[src/common/host_pkg.sv]
// host byte protocol: one opcode byte, then its arguments; unknown opcodes are dropped
package host_pkg;

	// host port word
	localparam int BYTE_W = 8;

	typedef enum logic [BYTE_W-1:0] {
		OP_SET_CHAN  = 8'h01,
		OP_SET_LEVEL = 8'h02,
		OP_ARM       = 8'h03,
		OP_READ      = 8'h04
	} host_op_t;

	// argument bytes after each opcode, level goes high byte first
	localparam int ARGS_SET_CHAN  = 1;
	localparam int ARGS_SET_LEVEL = 2;

	// wide enough for the longest argument count
	localparam int ARG_CNT_W = 2;

endpackage

[src/common/scope_pkg.sv]
// widths fixed by one ADC chip word: four signed 16-bit channels, channel k in bits 16k+15:16k
package scope_pkg;

	// channels carried in one deserialized ADC word
	localparam int N_CHAN = 4;

	// one signed sample
	localparam int SAMPLE_W = 16;

	// whole ADC word
	localparam int ADC_W = N_CHAN * SAMPLE_W;

	// channel index
	localparam int CHAN_W = $clog2(N_CHAN);

	// capture sequence, one record per arm
	typedef enum logic [1:0] {
		CAP_IDLE,
		CAP_ARMED,
		CAP_FILLING,
		CAP_DONE
	} scope_state_t;

endpackage

[src/capture/capture_buffer.sv]
// DEPTH must be a power of two, 4..1024; one record per arm, starting at the trigger sample
`timescale 1ns/1ns

module capture_buffer import scope_pkg::*; #(
	parameter int DEPTH = 16
) (
	input  logic                     lb_clk,
	input  logic                     rst_i,
	input  logic                     arm_i,
	input  logic [SAMPLE_W-1:0]      samp_i,
	input  logic                     samp_valid_i,
	input  logic                     trig_i,
	input  logic [$clog2(DEPTH)-1:0] rd_addr_i,
	output logic [SAMPLE_W-1:0]      rd_data_o,
	output logic                     armed_o,
	output logic                     done_o
);

	localparam int AW = $clog2(DEPTH);

	scope_state_t        state;
	logic [AW-1:0]       wr_addr;
	logic                wr_en;
	logic [SAMPLE_W-1:0] mem [DEPTH];

	assign wr_en = samp_valid_i &&
		((state == CAP_ARMED && trig_i) || state == CAP_FILLING);

	assign armed_o = (state == CAP_ARMED) || (state == CAP_FILLING);
	assign done_o = (state == CAP_DONE);

	always_ff @(posedge lb_clk) begin
		if (rst_i) begin
			state <= CAP_IDLE;
			wr_addr <= '0;
		end else begin
			// address wraps back to 0 at the end of a record
			if (wr_en)
				wr_addr <= wr_addr + 1'b1;
			case (state)
				CAP_IDLE, CAP_DONE: begin
					if (arm_i)
						state <= CAP_ARMED;
				end
				CAP_ARMED: begin
					if (wr_en)
						state <= CAP_FILLING;
				end
				CAP_FILLING: begin
					if (wr_en && wr_addr == AW'(DEPTH - 1))
						state <= CAP_DONE;
				end
				default: state <= CAP_IDLE;
			endcase
		end
	end

	// record memory, registered read
	always_ff @(posedge lb_clk) begin
		if (wr_en)
			mem[wr_addr] <= samp_i;
		rd_data_o <= mem[rd_addr_i];
	end

	// outside a fill the write pointer never moves
	assert property (@(posedge lb_clk) disable iff (rst_i)
		!(state == CAP_FILLING || (state == CAP_ARMED && trig_i)) |=> $stable(wr_addr));

endmodule

[src/capture/trigger_detect.sv]
// rising crossing only, signed compare; no crossing on the first sample after a channel change
`timescale 1ns/1ns

module trigger_detect import scope_pkg::*; (
	input  logic                       lb_clk,
	input  logic                       rst_i,
	input  logic [ADC_W-1:0]           adc_word_i,
	input  logic                       adc_valid_i,
	input  logic [CHAN_W-1:0]          chan_i,
	input  logic signed [SAMPLE_W-1:0] level_i,
	output logic signed [SAMPLE_W-1:0] samp_o,
	output logic                       samp_valid_o,
	output logic                       trig_o
);

	logic signed [SAMPLE_W-1:0] cur;
	logic signed [SAMPLE_W-1:0] prev;
	logic                       hist_valid;
	logic [CHAN_W-1:0]          chan_q;
	logic                       chan_change;
	logic                       crossing;

	assign cur = adc_word_i[chan_i*SAMPLE_W +: SAMPLE_W];
	assign chan_change = (chan_i != chan_q);
	assign crossing = hist_valid && !chan_change && (prev < level_i) && (cur >= level_i);

	always_ff @(posedge lb_clk) begin
		if (rst_i) begin
			samp_valid_o <= 1'b0;
			trig_o <= 1'b0;
			hist_valid <= 1'b0;
			chan_q <= '0;
		end else begin
			samp_valid_o <= adc_valid_i;
			trig_o <= adc_valid_i && crossing;
			chan_q <= chan_i;
			// new channel restarts history with its own sample, if any
			if (chan_change)
				hist_valid <= adc_valid_i;
			else if (adc_valid_i)
				hist_valid <= 1'b1;
		end
	end

	always_ff @(posedge lb_clk) begin
		if (adc_valid_i) begin
			samp_o <= cur;
			prev <= cur;
		end
	end

	// a trigger always travels with its own sample
	assert property (@(posedge lb_clk) disable iff (rst_i)
		trig_o |-> samp_valid_o);

endmodule

[src/host/host_cmd_decode.sv]
// rx_read_o pulses at most every other cycle; settings apply the cycle after their last byte
`timescale 1ns/1ns

module host_cmd_decode import host_pkg::*, scope_pkg::*; (
	input  logic                       lb_clk,
	input  logic                       rst_i,
	input  logic [BYTE_W-1:0]          rx_word_i,
	input  logic                       rx_available_i,
	output logic                       rx_read_o,
	output logic [CHAN_W-1:0]          chan_o,
	output logic signed [SAMPLE_W-1:0] level_o,
	output logic                       arm_o,
	output logic                       read_o
);

	typedef enum logic {
		DEC_OPCODE,
		DEC_ARGS
	} dec_state_t;

	dec_state_t             state;
	host_op_t               op;
	logic [ARG_CNT_W-1:0]   pend;
	logic [BYTE_W-1:0]      level_hi;

	always_ff @(posedge lb_clk) begin
		arm_o <= 1'b0;
		read_o <= 1'b0;
		if (rst_i) begin
			rx_read_o <= 1'b0;
			state <= DEC_OPCODE;
			op <= OP_SET_CHAN;
			pend <= '0;
			chan_o <= '0;
			level_o <= '0;
		end else begin
			// skip a cycle after each read so the transport can update available
			rx_read_o <= rx_available_i && !rx_read_o;
			if (rx_read_o) begin
				case (state)
					DEC_OPCODE: begin
						case (host_op_t'(rx_word_i))
							OP_SET_CHAN: begin
								op <= OP_SET_CHAN;
								pend <= ARG_CNT_W'(ARGS_SET_CHAN);
								state <= DEC_ARGS;
							end
							OP_SET_LEVEL: begin
								op <= OP_SET_LEVEL;
								pend <= ARG_CNT_W'(ARGS_SET_LEVEL);
								state <= DEC_ARGS;
							end
							OP_ARM: begin
								arm_o <= 1'b1;
							end
							OP_READ: begin
								read_o <= 1'b1;
							end
							default: begin
								// unknown byte, dropped
							end
						endcase
					end
					DEC_ARGS: begin
						pend <= pend - 1'b1;
						if (pend == ARG_CNT_W'(1))
							state <= DEC_OPCODE;
						if (op == OP_SET_CHAN) begin
							chan_o <= rx_word_i[CHAN_W-1:0];
						end else if (pend == ARG_CNT_W'(ARGS_SET_LEVEL)) begin
							level_hi <= rx_word_i;
						end else begin
							level_o <= {level_hi, rx_word_i};
						end
					end
					default: begin
						state <= DEC_OPCODE;
					end
				endcase
			end
		end
	end

	// a byte is only consumed while the transport still offers it
	assert property (@(posedge lb_clk) disable iff (rst_i)
		rx_read_o |-> rx_available_i);

endmodule

[src/host/readout_stream.sv]
// dump starts only when a record is done; bytes go out high first, pacing follows tx_available_i
`timescale 1ns/1ns

module readout_stream import scope_pkg::*, host_pkg::*; #(
	parameter int DEPTH = 16
) (
	input  logic                    lb_clk,
	input  logic                    rst_i,
	input  logic                    start_i,
	input  logic                    done_i,
	output logic [$clog2(DEPTH)-1:0] rd_addr_o,
	input  logic [SAMPLE_W-1:0]     rd_data_i,
	input  logic                    tx_available_i,
	output logic [BYTE_W-1:0]       tx_word_o,
	output logic                    tx_write_o
);

	localparam int AW = $clog2(DEPTH);

	typedef enum logic [1:0] {
		RD_IDLE,
		RD_WAIT,
		RD_SEND
	} rd_state_t;

	rd_state_t state;
	logic      half;

	// low byte once the high one has gone
	assign tx_word_o = half ? rd_data_i[BYTE_W-1:0] : rd_data_i[SAMPLE_W-1 -: BYTE_W];
	assign tx_write_o = (state == RD_SEND) && tx_available_i;

	always_ff @(posedge lb_clk) begin
		if (rst_i) begin
			state <= RD_IDLE;
			rd_addr_o <= '0;
			half <= 1'b0;
		end else begin
			case (state)
				RD_IDLE: begin
					if (start_i && done_i) begin
						rd_addr_o <= '0;
						half <= 1'b0;
						state <= RD_WAIT;
					end
				end
				// RAM output registers the new address here
				RD_WAIT: state <= RD_SEND;
				RD_SEND: begin
					if (tx_write_o) begin
						half <= !half;
						if (half) begin
							if (rd_addr_o == AW'(DEPTH - 1)) begin
								state <= RD_IDLE;
							end else begin
								rd_addr_o <= rd_addr_o + 1'b1;
								state <= RD_WAIT;
							end
						end
					end
				end
				default: state <= RD_IDLE;
			endcase
		end
	end

	// only send with room, and never before the RAM has seen the address
	assert property (@(posedge lb_clk) disable iff (rst_i)
		tx_write_o |-> tx_available_i && $stable(rd_addr_o));

endmodule

[src/logic/scope_app_top.sv]
// single clock lb_clk; ADC samples must already be aligned and deserialized
`timescale 1ns/1ns

module scope_app_top import scope_pkg::*, host_pkg::*; #(
	parameter int DEPTH = 16
) (
	input  logic              lb_clk,
	input  logic              rst_i,
	input  logic [ADC_W-1:0]  adc_word_i,
	input  logic              adc_valid_i,
	input  logic [BYTE_W-1:0] rx_word_i,
	input  logic              rx_available_i,
	output logic              rx_read_o,
	output logic [BYTE_W-1:0] tx_word_o,
	output logic              tx_write_o,
	input  logic              tx_available_i,
	output logic              armed_o,
	output logic              done_o
);

	localparam int AW = $clog2(DEPTH);

	logic [CHAN_W-1:0]          chan_sel;
	logic signed [SAMPLE_W-1:0] trig_level;
	logic                       arm_p;
	logic                       read_p;
	logic signed [SAMPLE_W-1:0] samp;
	logic                       samp_valid;
	logic                       trig;
	logic [AW-1:0]              rd_addr;
	logic [SAMPLE_W-1:0]        rd_data;

	host_cmd_decode host_cmd_decode_i (
		.lb_clk(lb_clk), .rst_i(rst_i),
		.rx_word_i(rx_word_i), .rx_available_i(rx_available_i), .rx_read_o(rx_read_o),
		.chan_o(chan_sel), .level_o(trig_level), .arm_o(arm_p), .read_o(read_p)
	);

	trigger_detect trigger_detect_i (
		.lb_clk(lb_clk), .rst_i(rst_i),
		.adc_word_i(adc_word_i), .adc_valid_i(adc_valid_i),
		.chan_i(chan_sel), .level_i(trig_level),
		.samp_o(samp), .samp_valid_o(samp_valid), .trig_o(trig)
	);

	capture_buffer #(.DEPTH(DEPTH)) capture_buffer_i (
		.lb_clk(lb_clk), .rst_i(rst_i), .arm_i(arm_p),
		.samp_i(samp), .samp_valid_i(samp_valid), .trig_i(trig),
		.rd_addr_i(rd_addr), .rd_data_o(rd_data),
		.armed_o(armed_o), .done_o(done_o)
	);

	readout_stream #(.DEPTH(DEPTH)) readout_stream_i (
		.lb_clk(lb_clk), .rst_i(rst_i), .start_i(read_p), .done_i(done_o),
		.rd_addr_o(rd_addr), .rd_data_i(rd_data),
		.tx_available_i(tx_available_i), .tx_word_o(tx_word_o), .tx_write_o(tx_write_o)
	);

endmodule

[config.mk]
export PLATFORM = sky130hd
export DESIGN_NAME = scope_app_top
export DESIGN_NICKNAME = d
export VERILOG_FILES = /design/src/common/host_pkg.sv /design/src/common/scope_pkg.sv /design/src/capture/capture_buffer.sv /design/src/capture/trigger_detect.sv /design/src/host/host_cmd_decode.sv /design/src/host/readout_stream.sv /design/src/logic/scope_app_top.sv
export SDC_FILE = /design/constraint.sdc
export NUM_CORES = 1
export LEC_CHECK = 0
export CORE_MARGIN = 3
export CORE_UTILIZATION = 57
export CTS_CLUSTER_DIAMETER = 40
export CTS_CLUSTER_SIZE = 20
export DETAILED_ROUTE_END_ITERATION = 12
export DONT_BUFFER_PORTS = 1
export PLACE_DENSITY = 0.72
export SETUP_SLACK_MARGIN = 0.3
export SKIP_LAST_GASP = 1
export SYNTH_ARGS = -nofsm -noshare
export SYNTH_HDL_FRONTEND = slang
export SYNTH_SLANG_ARGS = --single-unit
export TNS_END_PERCENT = 50
[constraint.sdc]
create_clock -name lb_clk -period 2.58 [get_ports lb_clk]
set_input_delay 0.258 -clock lb_clk [delete_from_list [all_inputs] [get_ports lb_clk]]
set_output_delay 0.258 -clock lb_clk [all_outputs]
set_load 0.005 [all_outputs]
---- Word level (Yosys, flattened, before mapping) ----
Memories as Yosys holds them, arrays and structs flattened. A register that Yosys moved wholly into a read port is not among the register bits.
Index checks and enable logic that the tools add are counted.
cells by class
  equality and inequality tests ........... 23
  muxes and demuxes ....................... 30
  shift operators ......................... 1
  add/subtract/negate cells ............... 3
  reductions and logical operators ........ 32
  bitwise logic cells ..................... 5
  order comparisons ....................... 2
operator list
  cell                                                                    number
  64-bit by 7-bit indexed part select with 16-bit output                  1
  8-bit by 1-bit equality test with 1-bit output (second input constant)  2
  8-bit by 2-bit equality test with 1-bit output (second input constant)  2
  16-bit >= comparator                                                    1
  16-bit < comparator                                                     1
  4-bit 2-to-1 mux                                                        4
  8-bit case mux with 2 select lines                                      1
  3-bit AND reduction                                                     5
  2-bit 2-to-1 mux                                                        6
  2-bit case mux with 3 select lines                                      2
  1-bit 2-to-1 mux                                                        11
  1-bit logical AND                                                       10
  5-bit AND reduction                                                     2
  4-bit by 1-bit adder with 4-bit output (second input constant)          2
  2-bit equality test (second input constant)                             4
  4-bit equality test (second input constant)                             2
  8-bit by 3-bit equality test with 1-bit output (second input constant)  1
  8-bit 2-to-1 mux                                                        1
  2-bit != test (second input constant)                                   4
  2-bit case mux with 2 select lines                                      2
  4-bit case mux with 2 select lines                                      1
  2-bit by 1-bit equality test with 1-bit output (second input constant)  3
  2-bit by 1-bit != test with 1-bit output (second input constant)        3
  2-bit nonzero test                                                      3
  12 further kinds                                                        22
storage, ports and cells
  input bits .............................. 77
  memories kept ........................... 1
  output and inout port bits .............. 12
  RAM bits ................................ 256
  word-level logic and storage cells ...... 116
  register bits after elaboration ......... 74
memories
  memory                depth  width  read ports  clocked after Yosys merged registers in  wr ports  line                  source
  capture_buffer_i.mem  16     16     1           1                                        1         capture_buffer.sv:24  logic [SAMPLE_W-1:0] mem [DEPTH];

---- Depth between registers and ports, before layout ----
  depth in word-level cells ............... 7
  depth in mapped cells ................... 9
  mapped depth without buffers ............ 8

---- Modules after synthesis ----
A second synthesis with hierarchy kept.
second synthesis, totals
  cells, all modules ...................... 809
  area total of the unflattened synthesis .. 14,038.5 um^2
by module, submodules not included
  module           sequential area each (um^2)  instances  area each (um^2)  cells an instance
  capture_buffer   8,127.8                      1          10,437.5          478
  trigger_detect   580.6                        1          1,741.7           142
  host_cmd_decode  760.7                        1          1,396.3           140
  readout_stream   140.1                        1          462.9             49

---- Worst setup path before layout ----
Ideal clock, no wire load.
  kind .................................... register -> register
  from .................................... register host_cmd_decode_i.chan_o[0]
  to ...................................... register trigger_detect_i.trig_o
  cell stages (with the launch flop) ...... 10
  period minus slack after synthesis ...... 2,770 ps
  setup slack ............................. -190 ps
  setup time .............................. 124 ps
  required time ........................... 2,456 ps
  buffers on the path ..................... 2
  data arrival time ....................... 2,646 ps
  cell sequence ........................... dfxtp_1 > buf_2 > buf_2 > mux4_2 > ha_1 > and4_1 > a21o_1 > a221o_1 > o211ai_1 > mux2i_1
on the way
  elaborated cells between the ends (all ways) .. 8
  those cells by class .................... 1 x order compare; 1 x eq/ne; 1 x shift; 5 x reduce/logical
RTL lines
  element                                                 line                   source
  start, declared                                         host_cmd_decode.sv:10  output logic [CHAN_W-1:0] chan_o,
  start signal, assigned                                  host_cmd_decode.sv:69  chan_o <= rx_word_i[CHAN_W-1:0];
  64-bit by 7-bit indexed part select with 16-bit output  trigger_detect.sv:23   assign cur = adc_word_i[chan_i*SAMPLE_W +: SAMPLE_W];
  via trigger_detect_i.cur[10]                            trigger_detect.sv:16   logic signed [SAMPLE_W-1:0] cur;
  16-bit >= comparator                                    trigger_detect.sv:25   assign crossing = hist_valid && !chan_change && (prev < level_i) && (cur >= level_i);
  1-bit logical AND                                       trigger_detect.sv:25
  1-bit logical AND                                       trigger_detect.sv:35   trig_o <= adc_valid_i && crossing;
  end signal, assigned                                    trigger_detect.sv:35
  end, declared                                           trigger_detect.sv:13   output logic trig_o
The timed path passes the listed nets, and every way through them passes these cells.
A chain may end at the register's enable or synchronous reset.

---- Worst setup path after layout ----
Same ends and word-level chain as after synthesis.

==> results.cfg <==
[outcome]
status = finished clean

[global_routing]
grt_pass1_vias = 7790
grt_max_degree = 41
grt_remaining_overflow = 0
antenna_found_initial = 1
grt_pass1_wl_um = 45800
grt_use_total_pct = 23.6

[clocking]
cts_buffers = 39
clkTransAtPathRegs_ns = 0.06
clk_path_buf_depth = 3
clk_latency_ns = 0.53
clock-sinks = 340
cts_tree = yes
cts.htree.levels = 2
cts-root-buf = clkbuf_16

[cells_and_area]
nets = 918
regArea_um2 = 9620
layout-drive-gt1-share_pct = 28.9
area_growth_pct = 15.8
fin_area_um2 = 16100
fillCellCount = 1572
multi_input_area_um2 = 4090

[logic_synthesis]
synth_edf_count = 280
ys_seq_area_share_pct = 69.3
ys_ff_latch = 340
synth_nets = 856
synth_area_um2 = 13900
ys_warn_count = 0
synth_async_sr_flop_share_pct = 0
yosysUniqueCellTypes = 55
synth_cells = 738
synth_flop_cell = edfxtp_1
syn_avg_cell_area_um2 = 18.8

[route]
drtPass1Iterations = 5
drtAntennaViolNets = 0
viasPerCell = 6.20
wl_um = 29600
wl_per_cell_um = 25.7
vias = 7135
drc = 0
drtIter0Drc = 590

[worst_setup_path]
startpoint = host_cmd_decode_i.chan_o[0]
crit_arrival_ns = 2.89
cp_max_fo = 6
worst-r2r-cell-count = 9
crit_type = reg -> reg
cp_data_required_time_ns = 2.98
r2r-start = host_cmd_decode_i.chan_o[0]
cp-end-kind = register
worstSetupStartpointType = register

[min_path]
hold_class = in -> reg
hp-start = rx_word_i[2]
holdPathStages = 2

[sta]
rsz0062_at_grt = yes
finalMaxSlewViolations = 0
slew_headroom_pct = 47.9
fin_crit_ns = 2.49
worst_slew_pin_slew_ns = 0.780
fin_skew_ns = 0.0105
finalHoldViolCount = 0
setup_viol = 0
hold_ws_ns = 0.0151
max_freq_mhz = 402
period_share_pct = 96.4

[place]
dp_hpwl_um = 17700
io_buffers = 0
dpl_cell_area_um2 = 14500
gp_congestion = 0.838

[die]
dieArea_um2 = 26200
io_pins = 89
start_util_pct = 58.6
coreArea_um2 = 23700
row_count = 56
dieHeight_um = 162
die_x_um = 162

[pwr]
power.density_nw_per_um2 = 740
ir_drop_uv = 415
power_w = 0.0119
power.static_leakage_nw = 5.17

[run]
cap_violations = 0
==> through the flow <==
stage	worst slack, ns	instances	setup TNS [ns]	util [%]
final	0.0917	1150	0	67.9
after detailed placement	0.0157	1063	0	61.3
after CTS	0.0931	1149	0	67.8
after global placement	0.0884	1063	0	61.3
after global routing	0.00858	1150	0	67.9
after floorplan	-0.0977	738	-1.58	-
==> worst paths after layout <==
check                                       end  slack [ns]
setup / recovery        trigger_detect_i.trig_o        0.09
hold / removal          host_cmd_decode_i.arm_o        0.02
setup reg to reg        trigger_detect_i.trig_o        0.09
hold reg to reg   host_cmd_decode_i.level_o[11]        0.50
==> area by class of cell <==
cell class              instances  area share, %
well taps                     319           2.48
multi-input cells             340           25.5
clock inverters                29           1.86
inverters                      24          0.561
flip-flops and latches        340           59.9
repair buffers                 55           3.63
diodes                          1         0.0156
clock buffers                  42           6.14
==> critical path, cell delays in order (launching register included) <==
cell	delay (ns)
dfxtp_4	0.38
buf_12	0.11
buf_16	0.12
mux4_2	0.54
ha_4	0.24
and4_4	0.21
a21o_1	0.18
a221o_1	0.33
o211ai_1	0.16
mux2i_1	0.09
==> flip-flops by register name (all words and copies together), names as in the netlist, 4 cells and up <==
name and flops:
capture_buffer_i.mem 256, capture_buffer_i.rd_data_o 16, capture_buffer_i.wr_addr 4, host_cmd_decode_i.level_hi 8, host_cmd_decode_i.level_o 16, readout_stream_i.rd_addr_o 4
trigger_detect_i.prev 16
==> Yosys cell counts, types with 10 or more instances <==
cell,instances,area (um2)
edfxtp_1,280,8410
mux2i_1,19,190
o21ai_0,10,50.1
mux4_2,96,2160
ha_1,41,513
dfxtp_1,60,1200
nor2_1,51,191
clkbuf_1,14,52.6
inv_1,24,90.1
a21oi_1,14,70.1
nand2_1,11,41.3
==> repair_timing <==
action,CTS,global route
cloned,1,0
pin swaps,3,4
setup endpoints to repair,1,2
hold buffers,13,0
resized for setup,11,4
setup buffers,1,0
endpoints found under the hold margin,67,0
==> cell usage in the layout, fill, tap and decap left out, types with 4 or more instances in the layout <==
| cell | synthesis | final |
|---|---|---|
| nor3b_1 | 6 | 6 |
| clkinvlp_4 | 0 | 6 |
| nand3_1 | 6 | 6 |
| inv_1 | 24 | 24 |
| buf_12 | 0 | 9 |
| clkbuf_16 | 0 | 39 |
| nand2b_1 | 6 | 6 |
| xnor2_1 | 6 | 6 |
| nand2_1 | 11 | 11 |
| mux2_2 | 9 | 9 |
| nor2_1 | 51 | 50 |
| inv_6 | 0 | 11 |
| mux4_2 | 96 | 96 |
| a21o_1 | 8 | 8 |
| ha_1 | 41 | 37 |
| o21ai_0 | 10 | 9 |
| mux2i_1 | 19 | 19 |
| dlygate4sd3_1 | 0 | 12 |
| dfxtp_1 | 60 | 57 |
| nor2b_1 | 5 | 5 |
| nor3_2 | 0 | 4 |
| and4_1 | 5 | 4 |
| buf_4 | 2 | 32 |
| edfxtp_1 | 280 | 280 |
| a21oi_1 | 14 | 13 |
==> per-layer routing <==
layer  track usage (%)  routed length [um]  share of wire (%)
met5                 0                   0                  0
met3              5.48                2340                7.9
met2              40.2               15100                 51
met4              7.41                 848                2.9
met1              30.7               11300                 38
==> power by group <==
| part | switching, W | internal [W] | total [W] |
|---|---|---|---|
| combinational | 0.000227 | 0.000177 | 0.000404 |
| sequential | 0.0000714 | 0.00600 | 0.00608 |
| clock | 0.00225 | 0.00316 | 0.00541 |
| total | 0.00255 | 0.00934 | 0.0119 |
==> logic make-up (layout without fill, tap and decap cells) <==
logic type               after synthesis  in the layout  synth area share [%]
AO/OA/AOI/OAI                         56             56                  2.79
XOR/XNOR                               9              9                 0.568
adder cells (fa/ha/maj)               41             41                  3.70
buffers and inverters                 58            150                  1.87
flip-flops                           340            340                  69.3
multiplexers                         125            125                  17.8
other                                  0              1                     0
AND/OR/NAND/NOR                      109            109                  4.06
(Power assumes the default switching activity.)
